--- src/source/av_pkg.sv ---
`default_nettype none

package av_pkg;

    // Audio path
    localparam int SAMPLE_W  = 16;           // Signed PCM sample
    localparam int DAC_ACC_W = SAMPLE_W + 1; // One carry bit on top of the sample

    typedef logic signed [SAMPLE_W-1:0] sample_t;

    // Video path
    localparam int GAME_COLOR_W = 4;  // Native core colour depth
    localparam int VGA_COLOR_W  = 6;  // Board DAC colour depth

    typedef logic [GAME_COLOR_W-1:0] game_color_t;
    typedef logic [VGA_COLOR_W-1:0]  vga_color_t;

    // Status word seen by the core
    localparam int STATUS_W     = 32;
    localparam int SCANLINE_LSB = 3;  // Scanline intensity field
    localparam int SCANLINE_W   = 3;

    typedef logic [STATUS_W-1:0] status_t;

endpackage

`default_nettype wire

--- src/source/load_pkg.sv ---
`default_nettype none

package load_pkg;

    // SPI flash READ command and where the ROM image starts
    localparam logic [7:0]  FLASH_READ_CMD = 8'h03;
    localparam logic [23:0] ROM_BASE       = 24'h000000;
    localparam int          CMD_BITS       = $bits(FLASH_READ_CMD) + $bits(ROM_BASE);

    localparam int ROM_BYTES = 32;  // Image size in bytes

    // SPI clock is clk_sys / (2 * SPI_HALF)
    localparam int SPI_HALF = 2;
    localparam int DIV_W    = $clog2(SPI_HALF) + 1;

    localparam int BIT_CNT_W  = $clog2(CMD_BITS);  // Also wide enough for a data byte
    localparam int BYTE_CNT_W = $clog2(ROM_BYTES);

    typedef logic [21:0] rom_addr_t;  // Wishbone byte address
    typedef logic [7:0]  rom_byte_t;

    typedef enum logic [2:0] {
        IDLE,  // Out of reset, flash deselected
        CMD,   // Opcode and address going out
        DATA,  // Shifting in one byte
        HOLD,  // Byte offered, clock stopped
        DONE   // Image loaded
    } reader_state_t;

endpackage

`default_nettype wire

--- src/source/sigma_delta_dac.sv ---
`timescale 1ns/1ps
`default_nettype none

module sigma_delta_dac (
    input  wire logic             clk_sys,
    input  wire logic             rst,
    input  wire av_pkg::sample_t  sample,
    output logic                  pwm
);

    import av_pkg::*;

    logic [SAMPLE_W-1:0]  u;    // Offset binary sample
    logic [DAC_ACC_W-1:0] acc;  // Carry lives in the top bit

    // Flip the sign bit, so -32768 maps to 0 and +32767 to 65535
    assign u = {~sample[SAMPLE_W-1], sample[SAMPLE_W-2:0]};

    // First-order loop
    // The carry is dropped back out each cycle and forms the bit stream
    always_ff @(posedge clk_sys) begin
        if (rst) begin
            acc <= '0;
        end else begin
            acc <= {1'b0, acc[DAC_ACC_W-2:0]} + {1'b0, u};  // Keep residue, add sample
        end
    end

    assign pwm = acc[DAC_ACC_W-1];  // Density of ones is u / 2^16

endmodule

`default_nettype wire

--- src/source/spi_flash_reader.sv ---
`timescale 1ns/1ps
`default_nettype none

module spi_flash_reader (
    input  wire logic                clk_sys,
    input  wire logic                rst,
    output logic                     sd_cs_n,
    output logic                     sd_clk,
    output logic                     sd_mosi,
    input  wire logic                sd_miso,
    output load_pkg::rom_byte_t      byte_data,
    output logic                     byte_valid,
    input  wire logic                byte_ready,
    output logic                     last
);

    import load_pkg::*;

    reader_state_t         state;
    logic [DIV_W-1:0]      div_cnt;   // Half-period divider
    logic [BIT_CNT_W-1:0]  bit_cnt;   // Bit within command or byte
    logic [BYTE_CNT_W-1:0] byte_cnt;  // Bytes handed over so far
    logic [CMD_BITS-1:0]   cmd_sr;    // Opcode and address, MSB first
    logic                  clk_run;
    logic                  tick;
    logic                  rise;
    logic                  fall;

    assign clk_run = (state == CMD) || (state == DATA);  // SPI clock only toggles here
    assign tick    = clk_run && (div_cnt == DIV_W'(SPI_HALF - 1));
    assign rise    = tick && !sd_clk;  // sd_clk about to go high
    assign fall    = tick && sd_clk;   // sd_clk about to go low

    assign sd_mosi = cmd_sr[CMD_BITS-1];
    assign last    = byte_valid && (byte_cnt == BYTE_CNT_W'(ROM_BYTES - 1));

    // Divider restarts whenever the clock is parked,
    // so every byte takes the same number of cycles
    always_ff @(posedge clk_sys) begin
        if (rst || !clk_run) begin
            div_cnt <= '0;
        end else if (tick) begin
            div_cnt <= '0;
        end else begin
            div_cnt <= div_cnt + 1'b1;
        end
    end

    always_ff @(posedge clk_sys) begin
        if (rst) begin
            state      <= IDLE;
            sd_cs_n    <= 1'b1;
            sd_clk     <= 1'b0;
            bit_cnt    <= '0;
            byte_cnt   <= '0;
            byte_valid <= 1'b0;
        end else begin
            if (tick) begin
                sd_clk <= ~sd_clk;
            end
            case (state)
                IDLE: begin
                    sd_cs_n <= 1'b0;  // Select flash, first bit already on MOSI
                    bit_cnt <= '0;
                    state   <= CMD;
                end
                CMD: begin
                    if (fall) begin
                        if (bit_cnt == BIT_CNT_W'(CMD_BITS - 1)) begin
                            bit_cnt <= '0;
                            state   <= DATA;  // Flash starts streaming now
                        end else begin
                            bit_cnt <= bit_cnt + 1'b1;
                        end
                    end
                end
                DATA: begin
                    if (fall) begin
                        if (bit_cnt == BIT_CNT_W'($bits(rom_byte_t) - 1)) begin
                            bit_cnt    <= '0;
                            byte_valid <= 1'b1;
                            state      <= HOLD;  // Clock parks low here
                        end else begin
                            bit_cnt <= bit_cnt + 1'b1;
                        end
                    end
                end
                HOLD: begin
                    if (byte_ready) begin
                        byte_valid <= 1'b0;
                        if (last) begin
                            sd_cs_n <= 1'b1;  // Release flash for good
                            state   <= DONE;
                        end else begin
                            byte_cnt <= byte_cnt + 1'b1;
                            state    <= DATA;
                        end
                    end
                end
                default: begin
                    // DONE waits for the next reset
                end
            endcase
        end
    end

    // Shifters
    always_ff @(posedge clk_sys) begin
        if (state == IDLE) begin
            cmd_sr <= {FLASH_READ_CMD, ROM_BASE};
        end else if (state == CMD && fall) begin
            cmd_sr <= {cmd_sr[CMD_BITS-2:0], 1'b0};  // Next bit out on falling edge
        end
        if (state == DATA && rise) begin
            byte_data <= {byte_data[$bits(rom_byte_t)-2:0], sd_miso};  // Sample on rising edge
        end
    end

endmodule

`default_nettype wire

--- src/source/rom_loader.sv ---
`timescale 1ns/1ps
`default_nettype none

module rom_loader (
    input  wire logic                clk_sys,
    input  wire logic                rst,
    output logic                     sd_cs_n,
    output logic                     sd_clk,
    output logic                     sd_mosi,
    input  wire logic                sd_miso,
    output logic                     wb_cyc,
    output logic                     wb_stb,
    output logic                     wb_we,
    output load_pkg::rom_addr_t      wb_adr,
    output load_pkg::rom_byte_t      wb_dat,
    input  wire logic                wb_ack,
    output logic                     downloading
);

    import load_pkg::*;

    rom_byte_t byte_data;
    logic      byte_valid;
    logic      byte_ready;  // One-cycle pulse after each ack
    logic      last;

    spi_flash_reader reader_inst (
        .clk_sys    (clk_sys),
        .rst        (rst),
        .sd_cs_n    (sd_cs_n),
        .sd_clk     (sd_clk),
        .sd_mosi    (sd_mosi),
        .sd_miso    (sd_miso),
        .byte_data  (byte_data),
        .byte_valid (byte_valid),
        .byte_ready (byte_ready),
        .last       (last)
    );

    // One classic write per byte
    // valid is still high during the ready pulse, hence the guard
    always_ff @(posedge clk_sys) begin
        if (rst) begin
            wb_cyc      <= 1'b0;
            wb_stb      <= 1'b0;
            wb_we       <= 1'b0;
            wb_adr      <= '0;   // Byte index into ROM
            byte_ready  <= 1'b0;
            downloading <= 1'b1; // Core held off until image is in
        end else begin
            byte_ready <= 1'b0;
            if (wb_cyc) begin
                if (wb_ack) begin
                    wb_cyc     <= 1'b0;
                    wb_stb     <= 1'b0;
                    wb_we      <= 1'b0;
                    wb_adr     <= wb_adr + 1'b1;
                    byte_ready <= 1'b1;  // Release the reader
                    if (last) begin
                        downloading <= 1'b0;
                    end
                end
            end else if (byte_valid && !byte_ready) begin
                wb_cyc <= 1'b1;
                wb_stb <= 1'b1;
                wb_we  <= 1'b1;
            end
        end
    end

    // Write data captured with the request
    always_ff @(posedge clk_sys) begin
        if (!wb_cyc && byte_valid) begin
            wb_dat <= byte_data;
        end
    end

endmodule

`default_nettype wire

--- src/source/video_route.sv ---
`timescale 1ns/1ps
`default_nettype none

module video_route (
    input  wire logic                 clk_sys,
    input  wire logic                 rst,
    input  wire av_pkg::game_color_t  game_r,
    input  wire av_pkg::game_color_t  game_g,
    input  wire av_pkg::game_color_t  game_b,
    input  wire logic                 hs,
    input  wire logic                 vs,
    input  wire av_pkg::vga_color_t   scan2x_r,
    input  wire av_pkg::vga_color_t   scan2x_g,
    input  wire av_pkg::vga_color_t   scan2x_b,
    input  wire logic                 scan2x_hs,
    input  wire logic                 scan2x_vs,
    input  wire logic [3:0]           vgactrl_en,
    input  wire logic [1:0]           videoconf,
    output logic                      scan2x_enb,
    output av_pkg::vga_color_t        video_r,
    output av_pkg::vga_color_t        video_g,
    output av_pkg::vga_color_t        video_b,
    output logic                      video_hs,
    output logic                      video_vs,
    output av_pkg::status_t           status
);

    import av_pkg::*;

    localparam int PAD_W = VGA_COLOR_W - GAME_COLOR_W;  // Zero LSBs below game colour

    logic    enb_c;  // Native 15 kHz mode
    logic    hsync;
    logic    vsync;
    logic    csync;
    status_t status_c;

    // BIOS setting XNOR scroll-lock toggle
    assign enb_c = ~(videoconf[0] ^ vgactrl_en[0]);

    assign hsync = enb_c ? ~hs : scan2x_hs;
    assign vsync = enb_c ? ~vs : scan2x_vs;
    assign csync = ~(hsync ^ vsync);  // SCART composite sync

    // Scanline level steps with the hotkey, BIOS bit sets the start
    always_comb begin
        status_c = '0;
        status_c[SCANLINE_LSB +: SCANLINE_W] = vgactrl_en[3:1] + SCANLINE_W'(videoconf[1]);
    end

    always_ff @(posedge clk_sys) begin
        if (rst) begin
            scan2x_enb <= 1'b0;
            video_r    <= '0;
            video_g    <= '0;
            video_b    <= '0;
            video_hs   <= 1'b0;
            video_vs   <= 1'b0;
            status     <= '0;
        end else begin
            scan2x_enb <= enb_c;
            video_r    <= enb_c ? {game_r, {PAD_W{1'b0}}} : scan2x_r;
            video_g    <= enb_c ? {game_g, {PAD_W{1'b0}}} : scan2x_g;
            video_b    <= enb_c ? {game_b, {PAD_W{1'b0}}} : scan2x_b;
            video_hs   <= enb_c ? csync : hsync;
            video_vs   <= enb_c ? 1'b1 : vsync;  // VS high puts the TV in RGB mode
            status     <= status_c;
        end
    end

endmodule

`default_nettype wire

--- src/source/zxdos_base.sv ---
`timescale 1ns/1ps
`default_nettype none

module zxdos_base (
    input  wire logic                 clk_sys,
    input  wire logic                 rst,
    // SPI flash
    output logic                      sd_cs_n,
    output logic                      sd_clk,
    output logic                      sd_mosi,
    input  wire logic                 sd_miso,
    // ROM write port
    output logic                      wb_cyc,
    output logic                      wb_stb,
    output logic                      wb_we,
    output load_pkg::rom_addr_t       wb_adr,
    output load_pkg::rom_byte_t       wb_dat,
    input  wire logic                 wb_ack,
    output logic                      downloading,
    // Native video
    input  wire av_pkg::game_color_t  game_r,
    input  wire av_pkg::game_color_t  game_g,
    input  wire av_pkg::game_color_t  game_b,
    input  wire logic                 hs,
    input  wire logic                 vs,
    // Scan doubler video
    input  wire av_pkg::vga_color_t   scan2x_r,
    input  wire av_pkg::vga_color_t   scan2x_g,
    input  wire av_pkg::vga_color_t   scan2x_b,
    input  wire logic                 scan2x_hs,
    input  wire logic                 scan2x_vs,
    input  wire logic [3:0]           vgactrl_en,
    input  wire logic [1:0]           videoconf,
    output logic                      scan2x_enb,
    // VGA pins
    output av_pkg::vga_color_t        video_r,
    output av_pkg::vga_color_t        video_g,
    output av_pkg::vga_color_t        video_b,
    output logic                      video_hs,
    output logic                      video_vs,
    output av_pkg::status_t           status,
    // Sound
    input  wire av_pkg::sample_t      snd_left,
    input  wire av_pkg::sample_t      snd_right,
    output logic                      snd_pwm_l,
    output logic                      snd_pwm_r
);

    rom_loader loader_inst (
        .clk_sys     (clk_sys),
        .rst         (rst),
        .sd_cs_n     (sd_cs_n),
        .sd_clk      (sd_clk),
        .sd_mosi     (sd_mosi),
        .sd_miso     (sd_miso),
        .wb_cyc      (wb_cyc),
        .wb_stb      (wb_stb),
        .wb_we       (wb_we),
        .wb_adr      (wb_adr),
        .wb_dat      (wb_dat),
        .wb_ack      (wb_ack),
        .downloading (downloading)
    );

    // Stereo always, one modulator per channel
    sigma_delta_dac dac_l (
        .clk_sys (clk_sys),
        .rst     (rst),
        .sample  (snd_left),
        .pwm     (snd_pwm_l)
    );

    sigma_delta_dac dac_r (
        .clk_sys (clk_sys),
        .rst     (rst),
        .sample  (snd_right),
        .pwm     (snd_pwm_r)
    );

    video_route video_inst (
        .clk_sys    (clk_sys),
        .rst        (rst),
        .game_r     (game_r),
        .game_g     (game_g),
        .game_b     (game_b),
        .hs         (hs),
        .vs         (vs),
        .scan2x_r   (scan2x_r),
        .scan2x_g   (scan2x_g),
        .scan2x_b   (scan2x_b),
        .scan2x_hs  (scan2x_hs),
        .scan2x_vs  (scan2x_vs),
        .vgactrl_en (vgactrl_en),
        .videoconf  (videoconf),
        .scan2x_enb (scan2x_enb),
        .video_r    (video_r),
        .video_g    (video_g),
        .video_b    (video_b),
        .video_hs   (video_hs),
        .video_vs   (video_vs),
        .status     (status)
    );

endmodule

`default_nettype wire

--- config.mk ---
export PLATFORM = sky130hd
export DESIGN_NAME = zxdos_base
export DESIGN_NICKNAME = d
export VERILOG_FILES = /design/src/source/av_pkg.sv /design/src/source/load_pkg.sv /design/src/source/sigma_delta_dac.sv /design/src/source/spi_flash_reader.sv /design/src/source/rom_loader.sv /design/src/source/video_route.sv /design/src/source/zxdos_base.sv
export SDC_FILE = /design/constraint.sdc
export NUM_CORES = 1
export LEC_CHECK = 0
export BUFFER_PORTS_ARGS = -buffer_cell sky130_fd_sc_hd__buf_2
export CORE_MARGIN = 10
export CORE_UTILIZATION = 53
export CTS_CLUSTER_SIZE = 25
export DETAILED_ROUTE_END_ITERATION = 12
export GPL_ROUTABILITY_DRIVEN = 1
export GPL_TIMING_DRIVEN = 0
export PLACE_DENSITY = 0.8
export SYNTH_ARGS = -nofsm -noshare
export SYNTH_HDL_FRONTEND = slang
export SYNTH_HIERARCHICAL = 1
export SYNTH_SLANG_ARGS = --single-unit
--- constraint.sdc ---
create_clock -name clk_sys -period 6.7 [get_ports clk_sys]
set_clock_uncertainty 0.05 [all_clocks]
set_input_delay 2.01 -clock clk_sys [delete_from_list [all_inputs] [get_ports clk_sys]]
set_output_delay 2.01 -clock clk_sys [all_outputs]
set_load 0.1 [all_outputs]
==> results.toml, run 1 <==
[synthesis]
synth_xor_area_frac = 0.0484
syn_inst = 672
synth_top_area_share = 0.341
synthMuxAreaShare = 0.0178
synth_edf_count = 16
syn_avg_cell_area_um2 = 9.62
synth_compound_area_frac = 0.174
netlist_top_cells_area = "dfxtp_1 (34%), ha_1 (7.7%), edfxtp_1 (7.4%)"
synthSimpleGateAreaFrac = 0.197
yosysTopAreaCell = "dfxtp_1"
synth-seq-cells = 126
async_reset_ff_frac = 0
ys_warn_count = 6
yosysUniqueCellTypes = 88
yosysSeqAreaShare = 0.415
syn_area_um2 = 6460
synth_flop_cell = "dfxtp_1"
synth_fa_ha_area_frac = 0.0836
synth_top_family_by_area = "simple AND/OR/NAND/NOR gates"

[route]
antenna_left = 0
avgViaCountPerCell = 5.27
first_pass_iters = 5
drcViolationCount = 0
dr.first_iter.drc_count = 331
drt-met1-wl_mm = 6.57
wl_met2_mm = 6.97
wl_mm = 15.2
post_drt_wl_per_cell_um = 14.9
top_layer_used = "met4"
num_vias = 5355
wl_met3_mm = 1.56

[floorplan]
placementRows = 40
die_h_um = 130
fp.dieArea_um2 = 17000
die_x_um = 130
io_pins = 168
core-area_um2 = 12000
initial_core_util = 0.540

[min_path]
hp-class = "reg -> reg"

[timing]
hold_violations = 0
worstMarginPinSlew_ns = 1.12
maxSlewViolCount = 0
final.setup.worst_slack_ns = 2.86
setup_viol = 0
fin_crit_sh = 0.573
grt_setup_unrepaired = "no"
holdWs_ns = 0.379
fin_crit_ns = 3.84
clock.fmax_mhz = 261
maxSlewHeadroom = 0.249
fin_tns_setup_ns = 0

[clock_tree]
postCtsHoldBufs = 0
ctsResizeCount = 0
clock_path_buffers = 2
clk_pin_slew_ns = 0.06
post_cts_buffers = 0
cts_tree = "built"
htree_levels = 4
insertion_delay_ns = 0.41
clock-sinks = 126
clockRootBuffer = "clkbuf_16"
cts_made_buffers = 17

[grt]
grt_start_max_net_pins = 17
grt_use_total = 0.178
grt_pass1_vias = 5304
grt_antenna_before_repair = 0
grt_overflow = 0
grt_pass1_wl_mm = 24.5

[layout]
n_antenna_cell = 0
layout-drive-gt1-share = 0.295
design_area_um2 = 8010
fin_nets = 975
area_growth_pct = 24.0

[place]
placed_cell_area_um2 = 7440
pre_cts_ws_ns = 2.45
place_hpwl_mm = 11.4
io_buffers = 138
routabilityCongestion = 0.854

[power_and_ir_drop]
p_leak_nw = 3.71
p_total_w = 0.00300
vdd_ir_drop_max_uv = 276
cellPowerDensity_nw_per_um2 = 374

[worst_setup_path]
cp_data_arrival_time_ns = 4.07
crit_path_end_kind = "register"
critPathKind = "in -> reg"
cp_max_fo = 4
cp.required_ns = 6.94
startpoint_type = "input port"

[run_status]
status = "finished, final reports clean"

[job]
max_cap_viol_count = 0
## cells by family after synthesis
group,Yosys count
fa+ha+maj,42
other cells,1
compound gates,155
buf+inv,63
xor+xnor,34
flops,126
mux,11
simple gates,240
## synthesized netlist by cell type, drive strengths merged (4+ instances only)
master and instances:
inv 11, o21ai 27, nor2 67, nand3 28
nor3b 4, nand2b 6, and2 12, edfxtp 16
nand4 10, mux2i 7, and3 12, and4 5
nor2b 13, or3 11, buf 43, a31oi 8
nor3 8, xor2 16, ha 40, a21oi 58
a211oi 7, or4 4, clkbuf 9, xnor2 18
mux2 4, nand2 50, a21o 17, dfxtp 110
## layout make-up
cell class / count / area, um^2
Tap cell: 147 / 184
Timing Repair Buffer: 138 / 691
Fill cell: 955 / 3950
Multi-Input combinational cell: 511 / 3470
Buffer: 52 / 375
Sequential cell: 126 / 2680
Clock inverter: 14 / 140
Clock buffer: 18 / 429
Inverter: 11 / 41.3
## final timing paths
kind / startpoint / endpoint / slack (ns) / depth (start not counted)
min reg2reg: loader_inst/reader_inst/byte_data[7] / loader_inst/wb_dat[7] / 0.38 / 0
min: loader_inst/reader_inst/byte_data[7] / loader_inst/wb_dat[7] / 0.38 / 0
max reg2reg: dac_l/acc[0] / dac_l/acc[8] / 4.29 / 7
max: snd_left[0] / dac_l/acc[8] / 2.86 / 8
## power breakdown
group | internal (W) | switching (W) | leakage (nW)
combinational | 0.000446 | 0.000746 | 2.39
clock | 0.000546 | 0.000334 | 0.272
sequential | 0.000879 | 0.0000465 | 1.05
## per-stage QoR
stage,cells,utilization
floorplan,700,-
global placement,985,0.622
detailed placement,985,0.622
CTS,1017,0.670
global route,1017,0.670
finish,1017,0.670
## layout by cell type, fill, tap and decap left out, types with 3 or more instances in the layout
cell type and count:
nor3_1 8, inv_6 4, nand2_1 48, and2_1 11
or3_1 10, nand2b_1 5, nor2_1 67, nor2b_1 13
nand3_1 26, buf_6 8, xor2_1 15, o21ai_1 7
o21ai_0 18, a211o_1 3, clkinvlp_4 3, and3_1 10
o21a_1 3, ha_1 40, a21o_1 17, and4_1 4
clkbuf_16 17, clkbuf_1 9, conb_1 29, mux2_1 4
a211oi_1 5, buf_4 30, buf_2 143, a21oi_1 48
o211a_1 3, xnor2_1 17, a31oi_1 5, mux2i_1 7
inv_1 10, a21oi_2 10, edfxtp_1 16, dfxtp_1 110
nand4_1 10, clkinv_2 3
## worst max-delay path, cell delays in order
cell and delay, ns:
buf_2 0.10, ha_1 0.22, fa_1 0.42, a21o_1 0.24, a311o_1 0.42, a21o_1 0.19
a21oi_2 0.14, mux2_1 0.33
## per-layer routing
layer  up-vias  GRT usage
met2       183      0.277
met4         0     0.0713
met3         9     0.0834
met1      2429      0.210
met5         -          0
li1       2734          -
## flip-flops by register name, indices dropped and copies added, names as in the netlist, 2 cells and up
| register | flops |
|---|---|
| loader_inst/reader_inst/state | 3 |
| video_inst/video_r | 6 |
| video_inst/status | 3 |
| dac_l/acc | 17 |
| loader_inst/reader_inst/byte_cnt | 5 |
| loader_inst/reader_inst/byte_data | 8 |
| video_inst/video_g | 6 |
| loader_inst/wb_dat | 8 |
| loader_inst/reader_inst/bit_cnt | 5 |
| video_inst/video_b | 6 |
| loader_inst/reader_inst/cmd_sr | 8 |
| loader_inst/wb_adr | 22 |
| dac_r/acc | 17 |
| loader_inst/reader_inst/div_cnt | 2 |
(Power assumes the default switching activity.)
==> run 2: changes to the inputs <==
ABC_AREA = 1   (was unset)
PLACE_DENSITY = 0.79   (was 0.8)
clock period = 3.7 ns   (was 6.7 ns; I/O delays follow)
==> run 2 against run 1 <==
  * Hold slack lost 0.0015 ns
  * Area after synthesis grew 7.3%
  * Largest power group unchanged
  * Count of clock-buffer cells in the layout is the same
  * Critical path type is now reg -> out
  * Register-to-register slack lost 2.6 ns
  * Largest cell class unchanged
==> results.toml, run 2 <==
[timing]
worstMarginPinSlew_ns = 1.13
grt_setup_unrepaired = "no"
hold_violations = 0
final.setup.worst_slack_ns = 1.22
fin_crit_sh = 0.670
maxSlewHeadroom = 0.243
clock.fmax_mhz = 404
maxSlewViolCount = 0
setup_viol = 0
fin_crit_ns = 2.48
fin_tns_setup_ns = 0

[clock_tree]
post_cts_buffers = 0
cts_made_buffers = 17
clk_pin_slew_ns = 0.06
clockRootBuffer = "clkbuf_16"
cts_tree = "built"
insertion_delay_ns = 0.41
clock-sinks = 126
ctsResizeCount = 0
clock_path_buffers = 2
htree_levels = 4
postCtsHoldBufs = 0

[grt]
grt_overflow = 0
grt_pass1_wl_mm = 26.5
grt_pass1_vias = 6093
grt_antenna_before_repair = 0
grt_start_max_net_pins = 26
grt_use_total = 0.175

[route]
first_pass_iters = 5
num_vias = 6233
avgViaCountPerCell = 4.77
post_drt_wl_per_cell_um = 11.9
antenna_left = 0
wl_mm = 15.6
dr.first_iter.drc_count = 290
drcViolationCount = 0

[synthesis]
synth-seq-cells = 126
yosysSeqAreaShare = 0.387
syn_avg_cell_area_um2 = 7.40
netlist_top_cells_area = "dfxtp_1 (32%), nand2_1 (12%), ha_1 (7.2%)"
synth_most_common_cell = "nand2_1"
yosysTopAreaCell = "dfxtp_1"
syn_inst = 937
synth_top_area_share = 0.317
synth_edf_count = 16
ys_top_cells_by_count = "nand2_1 (218), nor2_1 (127), inv_1 (123)"
async_reset_ff_frac = 0
synth_flop_cell = "dfxtp_1"
yosysUniqueCellTypes = 44
syn_area_um2 = 6940
ys_warn_count = 6

[run_status]
status = "finished, final reports clean"

[place]
pre_cts_ws_ns = 0.982
io_buffers = 138
routabilityCongestion = 0.864
place_hpwl_mm = 12.1
dp.cells = 1275

[worst_setup_path]
worstPathCellList = "buf_2"
slowest_delay_ns = 0.48
crit_slowest_cell = "buf_2"
cp_max_fo = 5
path_buf_inv = 1
cp_data_arrival_time_ns = 1.32
crit_path_end_kind = "primary output"
cp_top_family = "buffers and inverters"
critPathKind = "reg -> out"
cp.required_ns = 2.54
startpoint_type = "register"

[power_and_ir_drop]
cellPowerDensity_nw_per_um2 = 642
vdd_ir_drop_max_uv = 628
p_leak_nw = 4.52

[floorplan]
initial_core_util = 0.545
io_pins = 168
placementRows = 41
die_x_um = 134
core-area_um2 = 12700
fp.dieArea_um2 = 18100
die_h_um = 134

[job]
max_cap_viol_count = 0

[layout]
layout.cells.most_common = "nand2_1"
fin_nets = 1240
final_cell_mix = "nand2_1 (218), buf_2 (138), nor2_1 (127), inv_1 (123), dfxtp_1 (110)"
area_growth_pct = 23.4
largest_reg_flops = 22
n_antenna_cell = 0
layout-drive-gt1-share = 0.249
regMostFlops = "loader_inst/wb_adr"
stdcell_count = 1307
biggestRegsByFlops = "loader_inst/wb_adr x22, dac_l/acc x17, dac_r/acc x17"
utilization = 0.673

[min_path]
hp-class = "reg -> reg"
## run 2: cell count changes in the layout (fill, tap and decap cells not counted), sizes merged, moves of 9 or more
cell / previous run / this run
xnor2: 18 / 2
nor2: 67 / 136
xor2: 16 / 4
and2: 12 / 2
and3: 12 / 1
nand3: 28 / 65
or3: 11 / 0
inv: 15 / 139
a21o: 17 / 0
nand2: 50 / 243
nand4: 10 / 19
nor2b: 13 / 0
## run 2: cell type report
type | count | area, um^2
sequential | 126 | 2680
timing repair buffer | 138 | 691
inverter | 137 | 519
multi-input combinational | 662 | 3520
buffer | 40 | 322
clock inverter | 14 | 164
fill | 1111 | 4160
tap | 172 | 215
clock buffer | 18 | 450
## run 2: path summary, 6_finish.rpt
path | startpoint | endpoint | slack [ns] | cells after the start
max | loader_inst/reader_inst/sd_clk | sd_clk | 1.22 | 1
min | loader_inst/reader_inst/div_cnt[0] | loader_inst/reader_inst/div_cnt[0] | 0.38 | 1
max reg2reg | loader_inst/reader_inst/div_cnt[0] | loader_inst/reader_inst/byte_data[7] | 1.69 | 3
min reg2reg | loader_inst/reader_inst/div_cnt[0] | loader_inst/reader_inst/div_cnt[0] | 0.38 | 1
## run 2: report_power, final
group	switching [W]	leakage (nW)	internal [W]
Combinational	0.00151	3.16	0.000582
Clock	0.000616	0.305	0.00110
Sequential	0.0000980	1.05	0.00159
Total	0.00222	4.52	0.00327
## run 2: metal layers
layer / vias to the layer above / GRT usage / share of wire
li1: 3305 / - / -
met1: 2746 / 0.198 / 0.44
met2: 170 / 0.295 / 0.47
met3: 12 / 0.0736 / 0.084
met4: 0 / 0.0484 / 0.0087
met5: - / 0 / 0
## run 2: per-stage QoR
step	hold WS (ns)	cell area [um^2]	power, W
final	0.377	8560	0.00550
after CTS	0.375	8560	0.00553
after global routing	0.380	8560	0.00587
after floorplan	0.348	7040	0.00344
after global placement	0.360	7950	0.00376
after detailed placement	0.367	7950	0.00380
## run 2: cells by family after synthesis
| family | count (synthesis) | synth area share |
|---|---|---|
| AND/OR/NAND/NOR | 488 | 0.329 |
| AO/OA/AOI/OAI | 97 | 0.0772 |
| adder cells (fa/ha/maj) | 42 | 0.0779 |
| buffers and inverters | 177 | 0.121 |
| XOR/XNOR | 6 | 0.00757 |
| flip-flops | 126 | 0.387 |
| other | 1 | 0.000541 |
